`config.mk`:
```
export PLATFORM = sky130hd
export DESIGN_NAME = FetchDecode
export DESIGN_NICKNAME = d
export VERILOG_FILES = /design/src/rvTypesPkg.sv /design/src/frontendCfgPkg.sv /design/src/PreDecode.sv /design/src/RvcExpander.sv /design/src/InstrClassifier.sv /design/src/DecodeMerge.sv /design/src/FetchDecode.sv
export SDC_FILE = /design/constraint.sdc
export NUM_CORES = 2
export LEC_CHECK = 0
export BUFFER_PORTS_ARGS = -buffer_cell sky130_fd_sc_hd__buf_2
export CORE_MARGIN = 5
export CORE_UTILIZATION = 68
export DETAILED_ROUTE_END_ITERATION = 8
export PLACE_DENSITY = 0.86
export SLEW_MARGIN = 20
export SYNTH_ARGS = -nofsm -noshare
export SYNTH_HDL_FRONTEND = slang
export SYNTH_SLANG_ARGS = --single-unit
```
`constraint.sdc`:
```
create_clock -name clk -period 10.5 [get_ports clk]
set_clock_uncertainty 0.15 [all_clocks]
set_input_delay 0.525 -clock clk [delete_from_list [all_inputs] [get_ports clk]]
set_output_delay 0.525 -clock clk [all_outputs]
set_load 0.03 [all_outputs]
```
`src/rvTypesPkg.sv`:
```
package rvTypesPkg;

    // one 16-bit parcel as delivered by fetch.
    typedef struct packed {
        logic [15:0] parcel;
        logic [31:0] pc;
        logic [3:0]  branchId;
        logic        branchPred;
        logic        valid;
    } halfEntry_t;

    // assembled instruction, upper half zero when compressed.
    typedef struct packed {
        logic [31:0] instr;
        logic [31:0] pc;
        logic [3:0]  branchId;
        logic        branchPred;
        logic        isRvc;
        logic        valid;
    } pdInstr_t;

    typedef enum logic [2:0] {
        ALU    = 3'd0,
        LOAD   = 3'd1,
        STORE  = 3'd2,
        BRANCH = 3'd3,
        JAL    = 3'd4,
        JALR   = 3'd5,
        SYSTEM = 3'd6,
        OTHER  = 3'd7
    } instrClass_e;

    // result handed to the back end.
    typedef struct packed {
        logic [31:0] instr;
        logic [31:0] pc;
        instrClass_e cls;
        logic        isRvc;
        logic        illegal;
        logic [3:0]  branchId;
        logic        branchPred;
        logic        valid;
    } decInstr_t;

endpackage

```
`src/frontendCfgPkg.sv`:
```
package frontendCfgPkg;

    localparam int NUM_IN = 2;    // halfwords per fetch packet.
    localparam int NUM_OUT = 2;   // instructions per cycle.
    localparam int BUF_SIZE = 16; // power of two, indices wrap.

    // full rises once free entries drop below this.
    localparam int FULL_MARGIN = NUM_IN + 1;

    localparam int IDX_W = $clog2(BUF_SIZE);

    typedef logic [IDX_W-1:0] bufIdx_t;
    typedef logic [IDX_W:0]   bufCnt_t;

endpackage

```
`src/PreDecode.sv`:
```
`timescale 1ns/1ns

module PreDecode (
    input  logic                   clk,
    input  logic                   rst,
    input  logic                   mispred,
    input  logic                   fetchValid,
    input  rvTypesPkg::halfEntry_t fetchHalves[frontendCfgPkg::NUM_IN],
    input  logic                   outEn,
    output logic                   full,
    output rvTypesPkg::pdInstr_t   pdSlots[frontendCfgPkg::NUM_OUT]
);

    rvTypesPkg::halfEntry_t buffer[frontendCfgPkg::BUF_SIZE];

    frontendCfgPkg::bufIdx_t inIdx;
    frontendCfgPkg::bufIdx_t outIdx;
    frontendCfgPkg::bufCnt_t freeCnt;

    frontendCfgPkg::bufIdx_t rdIdx;
    frontendCfgPkg::bufIdx_t secIdx;
    frontendCfgPkg::bufCnt_t usedCnt;
    frontendCfgPkg::bufCnt_t popCnt;
    frontendCfgPkg::bufCnt_t pushCnt;
    frontendCfgPkg::bufCnt_t freeNext;
    logic                    stall;

    frontendCfgPkg::bufIdx_t wrAddr[frontendCfgPkg::NUM_IN];
    logic                    wrEn[frontendCfgPkg::NUM_IN];
    rvTypesPkg::pdInstr_t    slotNext[frontendCfgPkg::NUM_OUT];

    // walk the buffer head, one instruction per slot.
    always_comb begin
        rdIdx = outIdx;
        secIdx = outIdx;
        usedCnt = frontendCfgPkg::bufCnt_t'(frontendCfgPkg::BUF_SIZE) - freeCnt;
        popCnt = '0;
        stall = !outEn;
        for (int i = 0; i < frontendCfgPkg::NUM_OUT; i++) begin
            slotNext[i] = '0;
            secIdx = rdIdx + frontendCfgPkg::bufIdx_t'(1);
            if (!stall && usedCnt != '0) begin
                if (buffer[rdIdx].parcel[1:0] == 2'b11) begin
                    if (usedCnt > frontendCfgPkg::bufCnt_t'(1)) begin
                        slotNext[i].instr = {buffer[secIdx].parcel, buffer[rdIdx].parcel};
                        slotNext[i].pc = buffer[rdIdx].pc;
                        slotNext[i].branchId = buffer[secIdx].branchId; // tag of upper half.
                        slotNext[i].branchPred = buffer[secIdx].branchPred;
                        slotNext[i].isRvc = 1'b0;
                        slotNext[i].valid = 1'b1;
                        rdIdx = rdIdx + frontendCfgPkg::bufIdx_t'(2);
                        usedCnt = usedCnt - frontendCfgPkg::bufCnt_t'(2);
                        popCnt = popCnt + frontendCfgPkg::bufCnt_t'(2);
                    end else begin
                        stall = 1'b1; // upper half not fetched yet.
                    end
                end else begin
                    slotNext[i].instr = {16'h0000, buffer[rdIdx].parcel};
                    slotNext[i].pc = buffer[rdIdx].pc;
                    slotNext[i].branchId = buffer[rdIdx].branchId;
                    slotNext[i].branchPred = buffer[rdIdx].branchPred;
                    slotNext[i].isRvc = 1'b1;
                    slotNext[i].valid = 1'b1;
                    rdIdx = rdIdx + frontendCfgPkg::bufIdx_t'(1);
                    usedCnt = usedCnt - frontendCfgPkg::bufCnt_t'(1);
                    popCnt = popCnt + frontendCfgPkg::bufCnt_t'(1);
                end
            end
        end
    end

    // pack valid halves back to back.
    always_comb begin
        pushCnt = '0;
        for (int i = 0; i < frontendCfgPkg::NUM_IN; i++) begin
            wrEn[i] = fetchValid && fetchHalves[i].valid;
            wrAddr[i] = inIdx + frontendCfgPkg::bufIdx_t'(pushCnt);
            if (wrEn[i]) begin
                pushCnt = pushCnt + frontendCfgPkg::bufCnt_t'(1);
            end
        end
        freeNext = freeCnt + popCnt - pushCnt;
    end

    always_ff @(posedge clk) begin
        for (int i = 0; i < frontendCfgPkg::NUM_IN; i++) begin
            if (wrEn[i]) begin
                buffer[wrAddr[i]] <= fetchHalves[i];
            end
        end
    end

    always_ff @(posedge clk) begin
        if (rst || mispred) begin
            inIdx <= '0;
            outIdx <= '0;
            freeCnt <= frontendCfgPkg::bufCnt_t'(frontendCfgPkg::BUF_SIZE);
            full <= 1'b0;
            for (int i = 0; i < frontendCfgPkg::NUM_OUT; i++) begin
                pdSlots[i].valid <= 1'b0;
            end
        end else begin
            inIdx <= inIdx + frontendCfgPkg::bufIdx_t'(pushCnt);
            outIdx <= rdIdx;
            freeCnt <= freeNext;
            full <= freeNext < frontendCfgPkg::bufCnt_t'(frontendCfgPkg::FULL_MARGIN);
            pdSlots <= slotNext; // valids low when outEn is low.
        end
    end

endmodule

```
`src/RvcExpander.sv`:
```
`timescale 1ns/1ns

module RvcExpander (
    input  logic [15:0] parcel,
    output logic [31:0] expanded,
    output logic        illegal
);

    logic [4:0]  rd;
    logic [4:0]  rs2;
    logic [4:0]  rs1C;
    logic [4:0]  rs2C;
    logic [11:0] ciImm;
    logic [10:0] cjOff;

    assign rd = parcel[11:7];
    assign rs2 = parcel[6:2];
    assign rs1C = {2'b01, parcel[9:7]}; // x8..x15.
    assign rs2C = {2'b01, parcel[4:2]};
    assign ciImm = {{7{parcel[12]}}, parcel[6:2]};
    // offset bits 11..1 of c.j and c.jal.
    assign cjOff = {parcel[12], parcel[8], parcel[10:9], parcel[6], parcel[7],
                    parcel[2], parcel[11], parcel[5:3]};

    always_comb begin
        expanded = 32'h0;
        illegal = 1'b0;
        case ({parcel[1:0], parcel[15:13]})
            5'b00_000: begin // addi4spn, also catches all-zero parcel.
                expanded = {2'b00, parcel[10:7], parcel[12:11], parcel[5], parcel[6], 2'b00,
                            5'd2, 3'b000, rs2C, 7'b0010011};
                illegal = parcel[12:5] == 8'h00;
            end
            5'b00_010: expanded = {5'b0, parcel[5], parcel[12:10], parcel[6], 2'b00,
                                   rs1C, 3'b010, rs2C, 7'b0000011};
            5'b00_110: expanded = {5'b0, parcel[5], parcel[12], rs2C, rs1C, 3'b010,
                                   parcel[11:10], parcel[6], 2'b00, 7'b0100011};
            5'b01_000: expanded = {ciImm, rd, 3'b000, rd, 7'b0010011};
            5'b01_001: expanded = {cjOff[10], cjOff[9:0], cjOff[10], {8{cjOff[10]}},
                                   5'd1, 7'b1101111};
            5'b01_010: expanded = {ciImm, 5'd0, 3'b000, rd, 7'b0010011};
            5'b01_011: begin
                illegal = {parcel[12], parcel[6:2]} == 6'h00;
                if (rd == 5'd2) begin // addi16sp.
                    expanded = {{3{parcel[12]}}, parcel[4:3], parcel[5], parcel[2], parcel[6],
                                4'b0000, 5'd2, 3'b000, 5'd2, 7'b0010011};
                end else begin
                    expanded = {{15{parcel[12]}}, parcel[6:2], rd, 7'b0110111};
                end
            end
            5'b01_100: begin
                case (parcel[11:10])
                    2'b00: begin
                        expanded = {7'b0000000, rs2, rs1C, 3'b101, rs1C, 7'b0010011};
                        illegal = parcel[12]; // shamt[5] invalid on rv32.
                    end
                    2'b01: begin
                        expanded = {7'b0100000, rs2, rs1C, 3'b101, rs1C, 7'b0010011};
                        illegal = parcel[12];
                    end
                    2'b10: expanded = {ciImm, rs1C, 3'b111, rs1C, 7'b0010011};
                    default: begin
                        illegal = parcel[12]; // subw/addw are rv64 only.
                        case (parcel[6:5])
                            2'b00: expanded = {7'b0100000, rs2C, rs1C, 3'b000, rs1C, 7'b0110011};
                            2'b01: expanded = {7'b0000000, rs2C, rs1C, 3'b100, rs1C, 7'b0110011};
                            2'b10: expanded = {7'b0000000, rs2C, rs1C, 3'b110, rs1C, 7'b0110011};
                            default: expanded = {7'b0000000, rs2C, rs1C, 3'b111, rs1C,
                                                 7'b0110011};
                        endcase
                    end
                endcase
            end
            5'b01_101: expanded = {cjOff[10], cjOff[9:0], cjOff[10], {8{cjOff[10]}},
                                   5'd0, 7'b1101111};
            5'b01_110, 5'b01_111: expanded = {parcel[12], {3{parcel[12]}}, parcel[6:5], parcel[2],
                                              5'd0, rs1C, {2'b00, parcel[13]},
                                              parcel[11:10], parcel[4:3], parcel[12], 7'b1100011};
            5'b10_000: begin
                expanded = {7'b0000000, rs2, rd, 3'b001, rd, 7'b0010011};
                illegal = parcel[12];
            end
            5'b10_010: begin
                expanded = {4'b0000, parcel[3:2], parcel[12], parcel[6:4], 2'b00,
                            5'd2, 3'b010, rd, 7'b0000011};
                illegal = rd == 5'd0;
            end
            5'b10_100: begin
                if (!parcel[12]) begin
                    if (rs2 == 5'd0) begin // jr.
                        expanded = {12'h000, rd, 3'b000, 5'd0, 7'b1100111};
                        illegal = rd == 5'd0;
                    end else begin
                        expanded = {7'b0000000, rs2, 5'd0, 3'b000, rd, 7'b0110011};
                    end
                end else if (rs2 != 5'd0) begin
                    expanded = {7'b0000000, rs2, rd, 3'b000, rd, 7'b0110011};
                end else if (rd == 5'd0) begin
                    expanded = 32'h00100073; // ebreak.
                end else begin
                    expanded = {12'h000, rd, 3'b000, 5'd1, 7'b1100111};
                end
            end
            5'b10_110: expanded = {4'b0000, parcel[8:7], parcel[12], rs2, 5'd2, 3'b010,
                                   parcel[11:9], 2'b00, 7'b0100011};
            default: illegal = 1'b1; // fp forms, reserved, quadrant 3.
        endcase
    end

endmodule

```
`src/InstrClassifier.sv`:
```
`timescale 1ns/1ns

module InstrClassifier (
    input  logic [31:0]             instr,
    input  logic                    isRvc,
    output rvTypesPkg::instrClass_e cls
);

    always_comb begin
        cls = rvTypesPkg::OTHER;
        if (isRvc) begin
            // quadrant and funct3 of the raw parcel.
            case ({instr[1:0], instr[15:13]})
                5'b00_000, 5'b01_000, 5'b01_010, 5'b01_011, 5'b01_100, 5'b10_000: begin
                    cls = rvTypesPkg::ALU;
                end
                5'b00_010, 5'b10_010: cls = rvTypesPkg::LOAD;
                5'b00_110, 5'b10_110: cls = rvTypesPkg::STORE;
                5'b01_001, 5'b01_101: cls = rvTypesPkg::JAL;
                5'b01_110, 5'b01_111: cls = rvTypesPkg::BRANCH;
                5'b10_100: begin
                    if (instr[6:2] != 5'd0) begin
                        cls = rvTypesPkg::ALU; // mv, add.
                    end else if (instr[12] && instr[11:7] == 5'd0) begin
                        cls = rvTypesPkg::SYSTEM;
                    end else begin
                        cls = rvTypesPkg::JALR;
                    end
                end
                default: cls = rvTypesPkg::OTHER;
            endcase
        end else begin
            case (instr[6:0])
                7'b0110011, 7'b0010011, 7'b0110111, 7'b0010111: cls = rvTypesPkg::ALU;
                7'b0000011: cls = rvTypesPkg::LOAD;
                7'b0100011: cls = rvTypesPkg::STORE;
                7'b1100011: cls = rvTypesPkg::BRANCH;
                7'b1101111: cls = rvTypesPkg::JAL;
                7'b1100111: cls = rvTypesPkg::JALR;
                7'b1110011: cls = rvTypesPkg::SYSTEM;
                default:    cls = rvTypesPkg::OTHER; // fence and the rest.
            endcase
        end
    end

endmodule

```
`src/DecodeMerge.sv`:
```
`timescale 1ns/1ns

module DecodeMerge (
    input  logic                    clk,
    input  logic                    rst,
    input  logic                    mispred,
    input  rvTypesPkg::pdInstr_t    pdSlots[frontendCfgPkg::NUM_OUT],
    input  logic [31:0]             expanded[frontendCfgPkg::NUM_OUT],
    input  logic                    illegal[frontendCfgPkg::NUM_OUT],
    input  rvTypesPkg::instrClass_e cls[frontendCfgPkg::NUM_OUT],
    output logic                    outEn,
    output logic                    outValid,
    input  logic                    outReady,
    output rvTypesPkg::decInstr_t   decSlots[frontendCfgPkg::NUM_OUT]
);

    rvTypesPkg::decInstr_t merged[frontendCfgPkg::NUM_OUT];
    rvTypesPkg::decInstr_t groups[2][frontendCfgPkg::NUM_OUT];

    logic       wrPtr;
    logic       rdPtr;
    logic [1:0] count;
    logic [1:0] countNext;
    logic [1:0] pending;
    logic       push;
    logic       pop;

    always_comb begin
        push = 1'b0;
        for (int i = 0; i < frontendCfgPkg::NUM_OUT; i++) begin
            merged[i].instr = pdSlots[i].isRvc ? expanded[i] : pdSlots[i].instr;
            merged[i].pc = pdSlots[i].pc;
            merged[i].cls = cls[i];
            merged[i].isRvc = pdSlots[i].isRvc;
            merged[i].illegal = pdSlots[i].isRvc && illegal[i];
            merged[i].branchId = pdSlots[i].branchId;
            merged[i].branchPred = pdSlots[i].branchPred;
            merged[i].valid = pdSlots[i].valid;
            push = push | pdSlots[i].valid;
        end
    end

    assign pop = outValid && outReady;
    assign countNext = count + {1'b0, push} - {1'b0, pop};
    assign pending = countNext + {1'b0, outEn}; // a group may still be in flight.
    assign outValid = count != 2'd0;
    assign decSlots = groups[rdPtr];

    always_ff @(posedge clk) begin
        if (push) begin
            groups[wrPtr] <= merged;
        end
    end

    always_ff @(posedge clk) begin
        if (rst || mispred) begin
            count <= 2'd0;
            wrPtr <= 1'b0;
            rdPtr <= 1'b0;
            outEn <= 1'b0;
        end else begin
            count <= countNext;
            wrPtr <= wrPtr ^ push;
            rdPtr <= rdPtr ^ pop;
            outEn <= pending < 2'd2;
        end
    end

endmodule

```
`src/FetchDecode.sv`:
```
`timescale 1ns/1ns

module FetchDecode (
    input  logic                   clk,
    input  logic                   rst,
    input  logic                   mispred,
    input  logic                   fetchValid,
    input  rvTypesPkg::halfEntry_t fetchHalves[frontendCfgPkg::NUM_IN],
    output logic                   full,
    output logic                   outValid,
    input  logic                   outReady,
    output rvTypesPkg::decInstr_t  decSlots[frontendCfgPkg::NUM_OUT]
);

    rvTypesPkg::pdInstr_t    pdSlots[frontendCfgPkg::NUM_OUT];
    logic [31:0]             expWord[frontendCfgPkg::NUM_OUT];
    logic                    expIllegal[frontendCfgPkg::NUM_OUT];
    rvTypesPkg::instrClass_e slotCls[frontendCfgPkg::NUM_OUT];
    logic                    outEn;

    PreDecode preDecode (
        .clk(clk),
        .rst(rst),
        .mispred(mispred),
        .fetchValid(fetchValid),
        .fetchHalves(fetchHalves),
        .outEn(outEn),
        .full(full),
        .pdSlots(pdSlots)
    );

    // expander and classifier run side by side per slot.
    for (genvar i = 0; i < frontendCfgPkg::NUM_OUT; i++) begin : slotGen
        RvcExpander rvcExpander (
            .parcel(pdSlots[i].instr[15:0]),
            .expanded(expWord[i]),
            .illegal(expIllegal[i])
        );

        InstrClassifier instrClassifier (
            .instr(pdSlots[i].instr),
            .isRvc(pdSlots[i].isRvc),
            .cls(slotCls[i])
        );
    end

    DecodeMerge decodeMerge (
        .clk(clk),
        .rst(rst),
        .mispred(mispred),
        .pdSlots(pdSlots),
        .expanded(expWord),
        .illegal(expIllegal),
        .cls(slotCls),
        .outEn(outEn),
        .outValid(outValid),
        .outReady(outReady),
        .decSlots(decSlots)
    );

endmodule

```
==> impl_results.md <==
* Peak VDD IR at 0.3675 mV
* Share of cells above drive strength 1 at 46.19%
* Outcome: complete, no violations
* Psw at ~7900 uW
* Hold Crit Class: in2reg
* Drt via density at 7.881
* Vias in the first global route at 50,660
* CP Max Fanout at 53
* P_leak at between 0.02 and 0.03 uW
* Routed Antenna Nets at 0
* Met2 WL post-DR at between 100,000 and 150,000 um
* Top layer in use: met5
* Largest net degree at the start of global routing at between 100 and 150
* H-tree level count at 4
* Top cells by count, synth: 1,288 x edfxtp_1, 1,010 x mux2_2, 615 x mux4_2, 376 x clkbuf_1, 349 x nand2_1
* Fmax at between 0.1 and 0.15 GHz
* Sw frac at about 37%
* Register share of total power at 31.6%
* PwrDens at 257.5 nW/um^2
* Synth Flop Type: edfxtp_1
* Layout net count at between 5,000 and 6,000
* Logic pwr share at 45.6%
* Register area share after synthesis at 52.31%
* Ranking of synthesized cells by area: edfxtp_1 52%, mux4_2 19%, mux2_2 15%
* Layout area overhead at 9.290%
* CP Data Required Time at 11.05 ns
* Final Slew Violations at 0
* Detailed Route WL at 231,000 um
* I/O pins at 265
* Post-synthesis register bit count at 1,309
* Initial Util at roughly two thirds
* Die height at 341.5 um
* Routed wire per std cell at 36.00 um
* Period utilization at 76.21%
* CTS Hold Bufs at 0
* Pre-antenna DRT Iters at 6
* CTS Buf Count at between 100 and 150
* Initial drt markers at ~8,800
* Worst-skew pair later-pin latency at 0.79 ns
* Clock power frac at 22.8%
* Total GRT Usage at about 40%
* Yosys warns at 0
* Core Area at between 100,000 and 150,000 sq um
* Cell Area, Synth at 74,740 sq um
* DIE WIDTH at 341.5 um
* Clock tree root driver cell: clkbuf_16
* # Max-Cap Violations at 0
* CTS tree: yes
* WHS at between 0.06 and 0.07 ns
* Async SR Flop Fraction at 0%
* Net Count, Synth at 4,980
* Arr. time, crit path at 8.56 ns
* CTS clk-pin slew, worst paths at 0.06 ns
* Cell variety after synth at 73
* Die area at 116,600 sq um
* Max Root-Sink Buffers at 3
* Met3 routed WL at roughly 38,000 um
* Unrepaired setup endpoints after global routing: no
* Post-synth EDFFs at 1,288
* GP Congestion at about 0.96
* Overflow after GRT at 0
* Final Hold Fails at 0
* Synthesized area per cell at 15.44 sq um
* CP startpoint kind: flop
* Row cnt at 121
* Post-Route Setup TNS at 0 ns
* CP Capture Type: flop
* Antenna violations before repair at 41
* DRC errors left at 0
* Cts repair resizes at 0
* Top cell type by total area after synthesis: edfxtp_1
* First-pass GRT wire length at between 300,000 and 400,000 um
* Syn Inst Count at between 4,000 and 5,000
* Finished Core Util at between 70% and 80%
* Sink Count at roughly 1,300
* CP Class: reg2reg
* Post-CTS Setup Inserts at 0
* Met1 wire length at approximately 75,000 um
* IO buf count at approximately 260
* Crit path time final at 8.002 ns
* Slew headroom at 19.95%
* Worst slew pin tran at 1.201 ns
* Final Power at 21,030 uW
* Count leader, synth: edfxtp_1
* Share of the synthesized area in the top cell type at 51.75%
* Via count at 50,560
* Post-DP HPWL at about 130,000 um
* Setup violators final at 0
* Int Pwr at 13,170 uW
## final timing paths
kind	start	end	slack (ns)	cells after the start
max	preDecode.outIdx[2]	preDecode.full	2.50	24
min	outReady	decodeMerge.rdPtr	0.07	4
min reg2reg	preDecode.pdSlots[33]	decodeMerge.groups[0][37]	0.30	0
max reg2reg	preDecode.outIdx[2]	preDecode.full	2.50	24
## state kept, by name (all words and copies together) (netlist names)
name / cells
preDecode.buffer: 848
decodeMerge.groups: 300
preDecode.pdSlots: 142
preDecode.freeCnt: 5
preDecode.inIdx: 4
preDecode.outIdx: 4
decodeMerge.count: 2
decodeMerge.outEn: 1
decodeMerge.rdPtr: 1
decodeMerge.wrPtr: 1
preDecode.full: 1
## cell families (layout without fill, tap and decap cells)
logic type / after synthesis / in the layout / share of synthesized area (%)
mux: 1681 / 1681 / 34.50
compound gates: 482 / 482 / 4.796
simple gates: 786 / 786 / 4.848
xor+xnor: 22 / 22 / 0.2578
flops: 1309 / 1309 / 52.31
other cells: 0 / 24 / 0
buf+inv: 531 / 669 / 2.786
fa+ha+maj: 28 / 28 / 0.4989
## placed cells by master, fill, tap and decap left out, drive strengths merged, types with 12 or more instances in the layout
cell       n
mux4     615
clkbuf   182
edfxtp  1288
ha        25
mux2    1010
nand3     37
a31oi     25
and2      12
buf      375
nor3      28
dfxtp     21
nor2b     94
a21oi    110
clkinv    55
o21ai     72
inv       48
nor2     149
o22ai     14
xnor2     16
a211oi    75
and3      64
mux2i     56
nand2    349
a311oi    61
diode     24
a221oi    21
## metal layers
metal  global-route usage, %  vias up
met5                       0        -
met4                   19.63       32
met3                   14.17      979
met2                   59.02     4792
met1                   51.75    25080
li1                        -    19680
## through the flow
stage	setup slack (ns)	instances	instance area [sq um]
after floorplan	4.754	4839	74740
after global placement	2.931	6142	77240
after detailed placement	2.635	6143	77250
after CTS	2.574	6390	81600
after global routing	2.072	6405	81660
final	2.498	6415	81680
## final cells by class
cell class | count | area, sq um
Fill cell | 6257 | 27320
Timing Repair Buffer | 375 | 2190
Antenna cell | 24 | 60.06
Multi-Input combinational cell | 2999 | 34000
Inverter | 47 | 201.4
Clock buffer | 182 | 3702
Clock inverter | 65 | 645.6
Tap cell | 1414 | 1769
Sequential cell | 1309 | 39110
## power by group through the flow
stage               clock, uW  combinational (uW)  sequential (uW)
floorplan                   0                7130             6530
CTS                      4790                9400             6630
global placement            0                9180             6710
global route             5020               10000             6670
finish                   4790                9600             6650
detailed placement          0                9320             6730
## critical path, cell delays in order, from the launching register on
cell	delay (ns)
dfxtp_1	0.99
buf_4	0.43
mux4_2	0.35
mux2_2	0.33
and3_4	0.21
or3_1	0.52
inv_2	0.30
nand3_1	0.17
o221ai_4	0.14
buf_4	0.69
inv_4	0.50
a2111oi_0	0.76
or4_4	0.28
nand2_1	0.16
mux2i_1	0.20
a21oi_1	0.11
fa_1	0.55
inv_1	0.06
fa_1	0.40
inv_1	0.07
a21o_1	0.10
a21oi_1	0.07
xor2_1	0.13
nand2_1	0.09
nor2_1	0.15
Power figures use the tool's default switching activity.
